File: config.mk
export PLATFORM = sky130hd
export DESIGN_NAME = fetch_top
export DESIGN_NICKNAME = d
export VERILOG_FILES = /design/src/hw/fetch_pkg.sv /design/src/hw/branch_counter_table.sv /design/src/hw/inst_queue.sv /design/src/hw/fetch_unit.sv /design/src/hw/fetch_top.sv
export SDC_FILE = /design/constraint.sdc
export NUM_CORES = 1
export LEC_CHECK = 0
export BUFFER_PORTS_ARGS = -buffer_cell sky130_fd_sc_hd__buf_2
export CORE_UTILIZATION = 55
export CTS_CLUSTER_SIZE = 30
export DETAILED_ROUTE_END_ITERATION = 10
export PLACE_DENSITY_LB_ADDON = 0.05
export SLEW_MARGIN = 20
export SYNTH_ARGS = -nofsm -noshare
export SYNTH_HDL_FRONTEND = slang
export SYNTH_SLANG_ARGS = --single-unit
File: constraint.sdc
create_clock -name clk -period 6.5 [get_ports clk]
set_input_delay 0.325 -clock clk [delete_from_list [all_inputs] [get_ports clk]]
set_output_delay 0.325 -clock clk [all_outputs]
set_load 0.02 [all_outputs]
File: src/hw/fetch_pkg.sv
package fetch_pkg;

    // byte address and raw instruction word
    typedef logic [31:0] addr_t;
    typedef logic [31:0] inst_t;

    // fetch request towards instruction memory
    typedef struct packed {
        logic  valid;
        addr_t addr;
    } mem_req_t;

    // one reply per accepted request
    typedef struct packed {
        logic  valid;
        inst_t rdata;
        logic  error;
    } mem_resp_t;

    // queue entry, also the decode-side output
    typedef struct packed {
        addr_t addr;
        inst_t inst;
        logic  error;
    } fetch_entry_t;

    // back-end restart strobe
    typedef struct packed {
        logic  valid;
        addr_t addr;
    } redirect_t;

    // resolved branch from execute, trains the counters
    typedef struct packed {
        logic  valid;
        addr_t pc;
        logic  taken;
    } br_info_t;

    // fetch unit state
    typedef enum logic [0:0] {
        IDLE,
        WAIT_RESP
    } fetch_state_e;

    // major opcodes the fetch stage looks at
    localparam logic [6:0] OP_JAL    = 7'b1101111;
    localparam logic [6:0] OP_BRANCH = 7'b1100011;

    // addi x0, x0, 0
    localparam inst_t INST_NOP = 32'h0000_0013;

endpackage

File: src/hw/branch_counter_table.sv
`timescale 1ns/100ps

module branch_counter_table #(
    parameter int BCT_INDEX_BITS = 6
) (
    input  logic                 clk,
    input  logic                 rst_n,
    input  fetch_pkg::addr_t     lookup_addr,
    output logic                 pred_taken,
    input  fetch_pkg::br_info_t  br_info
);

    localparam int ENTRIES = 1 << BCT_INDEX_BITS;

    logic [1:0]                ctr_q [ENTRIES];
    logic [BCT_INDEX_BITS-1:0] lookup_idx;
    logic [BCT_INDEX_BITS-1:0] train_idx;
    logic [1:0]                train_ctr;

    // word aligned, so skip the two low bits
    assign lookup_idx = lookup_addr[BCT_INDEX_BITS+1:2];
    assign train_idx  = br_info.pc[BCT_INDEX_BITS+1:2];
    assign train_ctr  = ctr_q[train_idx];

    // upper bit set means taken
    assign pred_taken = ctr_q[lookup_idx][1];

    always_ff @(posedge clk or negedge rst_n) begin
        if (!rst_n) begin
            // weakly not taken
            for (int i = 0; i < ENTRIES; i++) begin
                ctr_q[i] <= 2'b01;
            end
        end else if (br_info.valid) begin
            if (br_info.taken) begin
                if (train_ctr != 2'b11) begin
                    ctr_q[train_idx] <= train_ctr + 2'd1;
                end
            end else begin
                if (train_ctr != 2'b00) begin
                    ctr_q[train_idx] <= train_ctr - 2'd1;
                end
            end
        end
    end

endmodule

File: src/hw/inst_queue.sv
`timescale 1ns/100ps

module inst_queue #(
    parameter int QUEUE_DEPTH = 8
) (
    input  logic                    clk,
    input  logic                    rst_n,
    input  logic                    flush,
    input  logic                    push,
    input  fetch_pkg::fetch_entry_t push_entry,
    output logic                    space,
    input  logic                    pop_ready,
    output logic                    pop_valid,
    output fetch_pkg::fetch_entry_t pop_entry
);

    localparam int PTR_W = $clog2(QUEUE_DEPTH);
    localparam int CNT_W = PTR_W + 1;

    fetch_pkg::fetch_entry_t mem [QUEUE_DEPTH];
    logic [PTR_W-1:0]        wr_ptr_q;
    logic [PTR_W-1:0]        rd_ptr_q;
    logic [CNT_W-1:0]        count_q;
    logic [CNT_W-1:0]        count_d;
    logic                    space_q;
    logic                    do_push;
    logic                    do_pop;

    assign pop_valid = (count_q != '0);
    assign pop_entry = mem[rd_ptr_q];
    assign space     = space_q;

    // flush wins over a push in the same cycle
    assign do_push = push && !flush;
    assign do_pop  = pop_valid && pop_ready && !flush;

    always_comb begin
        count_d = count_q;
        if (flush) begin
            count_d = '0;
        end else if (do_push && !do_pop) begin
            count_d = count_q + 1'b1;
        end else if (do_pop && !do_push) begin
            count_d = count_q - 1'b1;
        end
    end

    always_ff @(posedge clk or negedge rst_n) begin
        if (!rst_n) begin
            wr_ptr_q <= '0;
            rd_ptr_q <= '0;
            count_q  <= '0;
            space_q  <= 1'b1;
        end else begin
            count_q <= count_d;
            // at least two free slots
            space_q <= (count_d <= CNT_W'(QUEUE_DEPTH - 2));
            if (flush) begin
                wr_ptr_q <= '0;
                rd_ptr_q <= '0;
            end else begin
                if (do_push) begin
                    wr_ptr_q <= wr_ptr_q + 1'b1;
                end
                if (do_pop) begin
                    rd_ptr_q <= rd_ptr_q + 1'b1;
                end
            end
        end
    end

    always_ff @(posedge clk) begin
        if (do_push) begin
            mem[wr_ptr_q] <= push_entry;
        end
    end

endmodule

File: src/hw/fetch_unit.sv
`timescale 1ns/100ps

module fetch_unit #(
    parameter fetch_pkg::addr_t RESET_PC = '0
) (
    input  logic                    clk,
    input  logic                    rst_n,
    input  fetch_pkg::redirect_t    redirect,
    output fetch_pkg::mem_req_t     memreq,
    input  logic                    mem_ready,
    input  fetch_pkg::mem_resp_t    memresp,
    output fetch_pkg::addr_t        lookup_addr,
    input  logic                    pred_taken,
    output logic                    push,
    output fetch_pkg::fetch_entry_t push_entry,
    input  logic                    space,
    output logic                    flush
);

    fetch_pkg::fetch_state_e state_q;
    fetch_pkg::addr_t        pc_q;
    fetch_pkg::addr_t        inflight_addr_q;
    logic                    stale_q;

    logic                    resp_fire;
    fetch_pkg::inst_t        rdata;
    logic [6:0]              opcode;
    fetch_pkg::addr_t        imm_j;
    fetch_pkg::addr_t        imm_b;
    logic                    is_jal;
    logic                    is_branch;
    fetch_pkg::addr_t        seq_addr;
    fetch_pkg::addr_t        resp_next_addr;
    fetch_pkg::addr_t        req_addr;
    logic                    req_fire;

    assign resp_fire = (state_q == fetch_pkg::WAIT_RESP) && memresp.valid;
    assign rdata     = memresp.rdata;
    assign opcode    = rdata[6:0];

    // J-type and B-type immediates, sign extended, bit 0 always zero
    assign imm_j = {{11{rdata[31]}}, rdata[31], rdata[19:12], rdata[20],
                    rdata[30:21], 1'b0};
    assign imm_b = {{19{rdata[31]}}, rdata[31], rdata[7], rdata[30:25],
                    rdata[11:8], 1'b0};

    // a faulting word is never decoded
    assign is_jal    = !memresp.error && (opcode == fetch_pkg::OP_JAL);
    assign is_branch = !memresp.error && (opcode == fetch_pkg::OP_BRANCH);

    // counter table sees the address of the word coming back
    assign lookup_addr = inflight_addr_q;
    assign seq_addr    = inflight_addr_q + 32'd4;

    always_comb begin
        if (is_jal) begin
            resp_next_addr = inflight_addr_q + imm_j;
        end else if (is_branch && pred_taken) begin
            resp_next_addr = inflight_addr_q + imm_b;
        end else begin
            resp_next_addr = seq_addr;
        end
    end

    // stale reply: pc already holds the redirect target
    always_comb begin
        if (state_q == fetch_pkg::WAIT_RESP && !stale_q) begin
            req_addr = resp_next_addr;
        end else begin
            req_addr = pc_q;
        end
    end

    // idle, or the outstanding reply lands this cycle
    always_comb begin
        memreq.valid = 1'b0;
        if (!redirect.valid && space) begin
            memreq.valid = (state_q == fetch_pkg::IDLE) || memresp.valid;
        end
        memreq.addr = req_addr;
    end

    assign req_fire = memreq.valid && mem_ready;

    assign flush = redirect.valid;
    assign push  = resp_fire && !stale_q && !redirect.valid;

    always_comb begin
        push_entry.addr  = inflight_addr_q;
        push_entry.inst  = memresp.error ? fetch_pkg::INST_NOP : rdata;
        push_entry.error = memresp.error;
    end

    always_ff @(posedge clk or negedge rst_n) begin
        if (!rst_n) begin
            state_q <= fetch_pkg::IDLE;
            pc_q    <= RESET_PC;
            stale_q <= 1'b0;
        end else if (redirect.valid) begin
            pc_q <= redirect.addr;
            if (state_q == fetch_pkg::WAIT_RESP && !memresp.valid) begin
                // reply still on its way, drop it when it shows up
                stale_q <= 1'b1;
            end else begin
                state_q <= fetch_pkg::IDLE;
                stale_q <= 1'b0;
            end
        end else if (state_q == fetch_pkg::IDLE) begin
            if (req_fire) begin
                state_q <= fetch_pkg::WAIT_RESP;
            end
        end else if (memresp.valid) begin
            stale_q <= 1'b0;
            if (!req_fire) begin
                // no room or memory busy, remember where to go on
                state_q <= fetch_pkg::IDLE;
                pc_q    <= req_addr;
            end
        end
    end

    // address of the request in flight
    always_ff @(posedge clk) begin
        if (req_fire) begin
            inflight_addr_q <= req_addr;
        end
    end

endmodule

File: src/hw/fetch_top.sv
`timescale 1ns/100ps

module fetch_top #(
    parameter int              QUEUE_DEPTH    = 8,
    parameter int              BCT_INDEX_BITS = 6,
    parameter fetch_pkg::addr_t RESET_PC      = '0
) (
    input  logic                    clk,
    input  logic                    rst_n,
    output fetch_pkg::mem_req_t     memreq,
    input  logic                    mem_ready,
    input  fetch_pkg::mem_resp_t    memresp,
    input  fetch_pkg::redirect_t    redirect,
    input  fetch_pkg::br_info_t     br_info,
    output fetch_pkg::fetch_entry_t fetch_out,
    output logic                    fetch_valid,
    input  logic                    fetch_ready
);

    fetch_pkg::addr_t        lookup_addr;
    logic                    pred_taken;
    logic                    push;
    fetch_pkg::fetch_entry_t push_entry;
    logic                    space;
    logic                    flush;

    fetch_unit #(
        .RESET_PC(RESET_PC)
    ) u_fetch_unit (
        .clk(clk),
        .rst_n(rst_n),
        .redirect(redirect),
        .memreq(memreq),
        .mem_ready(mem_ready),
        .memresp(memresp),
        .lookup_addr(lookup_addr),
        .pred_taken(pred_taken),
        .push(push),
        .push_entry(push_entry),
        .space(space),
        .flush(flush)
    );

    branch_counter_table #(
        .BCT_INDEX_BITS(BCT_INDEX_BITS)
    ) u_bct (
        .clk(clk),
        .rst_n(rst_n),
        .lookup_addr(lookup_addr),
        .pred_taken(pred_taken),
        .br_info(br_info)
    );

    inst_queue #(
        .QUEUE_DEPTH(QUEUE_DEPTH)
    ) u_inst_queue (
        .clk(clk),
        .rst_n(rst_n),
        .flush(flush),
        .push(push),
        .push_entry(push_entry),
        .space(space),
        .pop_ready(fetch_ready),
        .pop_valid(fetch_valid),
        .pop_entry(fetch_out)
    );

endmodule

Word level (Yosys, flattened, before mapping)
Memory sizes are Yosys's and may differ from the RTL's.
Cells that the tools add are included.
- flip-flop bits (word level): 205
- RAM bits: 520
- bits of input ports: 105
- output and inout port bits: 99
- logic and storage cells: 168
- memories: 1
- memory list (memory ; depth ; width ; read ports ; clocked after Yosys merged registers in ; write ports ; line ; text):
    u_inst_queue.mem ; 8 ; 65 ; 1 ; 0 ; 1 ; inst_queue.sv:20 ; fetch_pkg::fetch_entry_t mem [QUEUE_DEPTH];
- add/sub/neg operators: 9
- $lt $le $gt $ge: 4
- equal/unequal tests: 6
- multiplexer cells: 40
- bitwise gates (word level): 3
- reduce and logical (&&, ||, !) cells: 33
- operators with widths (cell ; number):
    128-bit 2-to-1 mux ; 3
    128-bit bitwise mux ; 2
    32-bit 2-to-1 mux ; 8
    32-bit adder ; 2
    32-bit by 3-bit adder with 32-bit output, second input constant ; 1
    2-bit binary-select mux with 6-bit select ; 2
    1-bit logical AND ; 16
    7-bit equality test, second input constant ; 2
    7-bit >= comparator, second input constant ; 2
    6-bit NOT with 7-bit output ; 2
    2-bit demux with 6-bit select ; 1
    1-bit 2-to-1 mux ; 12
    3-bit 2-to-1 mux ; 4
    4-bit 2-to-1 mux ; 3
    2-bit nonzero test ; 6
    2-bit 2-to-1 mux ; 5
    7-bit by 1-bit < comparator with 1-bit output, second input constant ; 1
    3-bit by 1-bit adder with 3-bit output, second input constant ; 2
    1-bit logical NOT ; 6
    2-bit != test, second input constant ; 3
    3-bit AND reduction ; 2
    4-bit by 1-bit adder with 4-bit output, second input constant ; 1
    4-bit by 3-bit less-or-equal comparator with 1-bit output, second input constant ; 1
    4-bit nonzero test ; 1
    7 further kinds ; 7

Logic depth before layout (Yosys ltp)
- depth in word-level cells: 12
- mapped depth: 19
- depth with buffers taken out: 15

Cells and area by module
Synthesis repeated with hierarchy kept, for this count alone.
- cell total of the unflattened synthesis: 2336
- area, all modules: 34828.4 um^2
- by module, submodules not included (module ; instances ; cells an instance ; area an instance (um^2) ; seq. area each (um^2)):
    inst_queue ; 1 ; 834 ; 20214.4 ; 15891.5
    fetch_unit ; 1 ; 937 ; 7478.4 ; 1811.7
    branch_counter_table ; 1 ; 565 ; 7135.6 ; 3283.1

Worst setup path before layout
OpenSTA, ideal clock, no wires.
- path type: reg-to-reg
- from: register u_fetch_unit.state_q
- to: memory u_inst_queue.mem[1][0] (netlist bit) (enable)
- setup time: 0.568 ns
- data arrival time: 5.748 ns
- required time: 5.932 ns
- setup slack: 0.184 ns
- stages on the path, launching flop included: 7
- path buffers: 2
- clock period less this slack: 6.316 ns
- cell sequence: dfrtp_1 -> inv_1 -> nor2_1 -> clkbuf_1 -> clkbuf_1 -> nand4_1 -> nor3_1
- cells in the longest elaborated chain, start to end: 6
- ends and longest elaborated chain (what ; line ; text):
    start: declaration ; fetch_unit.sv:20 ; fetch_pkg::fetch_state_e state_q;
    start signal: assignment ; fetch_unit.sv:96 ; state_q <= fetch_pkg::IDLE;
    start signal: assignment ; fetch_unit.sv:105 ; state_q <= fetch_pkg::IDLE;
    start signal: assignment ; fetch_unit.sv:110 ; state_q <= fetch_pkg::WAIT_RESP;
    1-bit logical AND ; fetch_unit.sv:37 ; assign resp_fire = (state_q == fetch_pkg::WAIT_RESP) && memresp.valid;
    1-bit logical AND (2 in a row) ; fetch_unit.sv:86 ; assign push = resp_fire && !stale_q && !redirect.valid;
    1-bit logical AND ; inst_queue.sv:34 ; assign do_push = push && !flush;
    1-bit 2-to-1 mux ; inst_queue.sv:73 ; if (do_push) begin
    1-bit 2-to-1 mux (implied by the code) ; inst_queue.sv:74 ; mem[wr_ptr_q] <= push_entry;
    end: declaration ; inst_queue.sv:20 ;
No other way between the ends.

==> flow_summary.ini <==
[status]
status = finished, final reports clean

[worst_setup_path]
reg2reg_slack_ns = 1.59
r2r-end = u_fetch_unit.pc_q[31]
path_cells = inv_1 -> fa_1 -> nand2b_1 -> a211oi_1 -> o21ai_0 -> a211oi_1 -> o21ai_0 -> nor3b_1 -> a2111oi_0 -> nand2_1 -> buf_2
reg2reg_depth = 11
worstPathMaxFanout = 12
crit_path_top_delay_cell = edfxtp_1
max_stage_delay_ns = 0.90
cp.required_ns = 6.17
r2r-start = u_fetch_unit.lookup_addr[2]
startpoint = u_fetch_unit.lookup_addr[2]
crit_type = reg2out
worstSetupStartpointType = register
cp.arrival_ns = 5.35
end_kind = primary output

[timing]
fmaxAchievable_ghz = 0.1762
fin_ws_ns = 0.8255
hold_viol_final = 0
min_period_ns = 5.675
finalSetupTns_ns = 0
finalClockSkew_ns = 0.01727
setup_viol = 0
worstMarginPinSlew_ns = 1.020
rsz0062_at_grt = false
timing.hold.ws_ns = 0.03535
fin_crit_sh_pct = 87.30
final_max_slew_viol_count = 0
slew_headroom_pct = 31.99

[clock_tree]
clkTransAtPathRegs_ns = 0.06
post_cts_resized = 0
cts_buffers = 76
cts_root_buf = clkbuf_16
cts_sinks = 725
clock_latency_ns = 0.63
htree_levels = 3
cts_tree = built
post-cts-setup-buffers = 0
cts_buffer_depth = 3

[placement]
dpl_worst_slack_ns = 1.548
portBuffers = 177
dpl.cell_count = 3112
globalplace.congestion = 0.9040
hpwl_mm = 53.25
placed_area_um2 = 35360

[global_routing]
met2_usage_pct = 41.95
grt_usage_pct = 27.46
met3_usage_pct = 4.734
grt_max_degree = 127
overflow = 0
met1_usage_pct = 41.11
antenna_found_initial = 4
busiest_layer = met2
grt_pass1_vias = 20880
grt_pass1_wl_mm = 127.8

[synthesis]
synthFlopType = edfxtp_1
ys_seq_area_share_pct = 62.59
syn-cell-area_um2 = 33530
synth-edff-count = 552
ys_ff_latch = 725
async_reset_ff_share_pct = 23.86
synth_area_per_cell_um2 = 14.98
synth_nets = 2395
yosys_warnings = 0
synth.distinct_cells = 73
postSynthCellCount = 2238

[floorplan]
core_area_um2 = 60250
initial_core_util_pct = 55.66
die-area_um2 = 61960
boundaryPins = 204
die_y_um = 248.9
rows = 90
dieWidth_um = 248.9

[routing]
dr.pass1.iters = 5
vias_per_cell = 6.388
dr.first_iter.drc_count = 1870
drcViolationCount = 0
dr_total_vias = 20880
routed_wl_mm = 84.82
ant_nets = 0
wire_per_inst_um = 25.95

[cells_and_area]
fin_util_pct = 63.09
postLayoutCellArea_um2 = 38010
instances_no_fill = 3269
fill_cells = 4435
regArea_um2 = 21000
nets = 2577
multi_input_area_um2 = 12020
final_cell_mix = edfxtp_1 (552), mux2_2 (197), buf_2 (176)
drive_above_1_share_pct = 31.12
layout_commonest_cell = edfxtp_1
syn_to_final_growth_pct = 13.35

[hold_path]
hold_start = redirect[13]
whs_path_depth = 3
holdPathEnd = u_fetch_unit.pc_q[13]
hold_path_class = in2reg

[pwr]
total_power_mw = 12.98
p_per_area_nw_per_um2 = 341.5
leakage_nw = 13.48
irDropWorstVdd_v = 0.0002350

[flow_run]
maxCapViolations = 0
==> power breakdown <==
group / internal [mW] / switching [mW]
clock: 2.54 / 1.82
combinational: 1.31 / 1.61
sequential: 5.36 / 0.348
total: 9.21 / 3.77
==> flip-flops by register name, summed over array words and instances, names as in the netlist, 3 cells and up, named ones only <==
register                  count
u_fetch_unit.lookup_addr     32
u_fetch_unit.pc_q            32
u_inst_queue.count_q          4
u_inst_queue.rd_ptr_q         3
u_inst_queue.wr_ptr_q         3
u_inst_queue.mem            520
u_bct.ctr_q                  64
==> how the worst max path moves through the flow <==
stage	slack [ns]	to	depth (start not counted)
floorplan	0.18	u_inst_queue.mem[1][0]	6
finish	0.83	memreq[31]	11
global placement	1.56	memreq[31]	11
detailed placement	1.55	u_bct.ctr_q[107]	16
global route	0.46	memreq[31]	11
CTS	0.86	memreq[31]	11
==> cells in the mapped netlist, types with 25 or more instances <==
cell / number / area share [%]
nand4_1: 25 / 0.47
nand2_1: 107 / 1.2
ha_1: 50 / 1.9
o21ai_0: 64 / 0.96
inv_1: 25 / 0.28
mux2_2: 197 / 6.6
xnor2_1: 37 / 0.97
nor2b_1: 36 / 0.67
nand3_1: 31 / 0.46
nor2_1: 169 / 1.9
mux4_2: 149 / 10
a21o_1: 33 / 0.74
edfxtp_1: 552 / 49
a22oi_1: 30 / 0.67
dfrtp_1: 108 / 8.1
a21oi_1: 106 / 1.6
clkbuf_1: 102 / 1.1
dfstp_2: 65 / 5.1
==> timing repair <==
action | in CTS | in global routing
endpoints found under the setup margin | 0 | 0
hold endpoints to repair | 62 | 0
hold buffers | 12 | 0
==> critical path, delay by kind of cell, from the launching register on <==
family	cells	cell delay [ns]
buffers and inverters	2	0.63
DFF	1	0.90
and+or+nand+nor	3	0.60
AOI/OAI and AO/OA	5	2.08
adders and majority gates	1	0.51
==> layer usage <==
layer | wire length [um] | vias up | part of all wire (%)
met1 | 38530 | 10780 | 45
li1 | - | 9190 | -
met2 | 38620 | 794 | 46
met5 | 0 | - | 0
met4 | 1801 | 0 | 2.1
met3 | 5864 | 118 | 6.9
==> layout make-up <==
class	instances	share of cell area, %
flip-flops and latches	725	55.24
multi-input cells	1357	31.61
clock buffers	100	5.517
repair buffers	235	3.670
well taps	782	2.574
clock inverters	42	1.119
inverters	25	0.2469
diodes	3	0.01975
==> cell families after synthesis <==
logic type,synth area share [%]
AO/OA/AOI/OAI,8.287
XOR/XNOR,1.567
adder cells (fa/ha/maj),1.985
buffers and inverters,1.828
flip-flops,62.59
multiplexers,17.13
AND/OR/NAND/NOR,6.616
(Power assumes the default switching activity.)
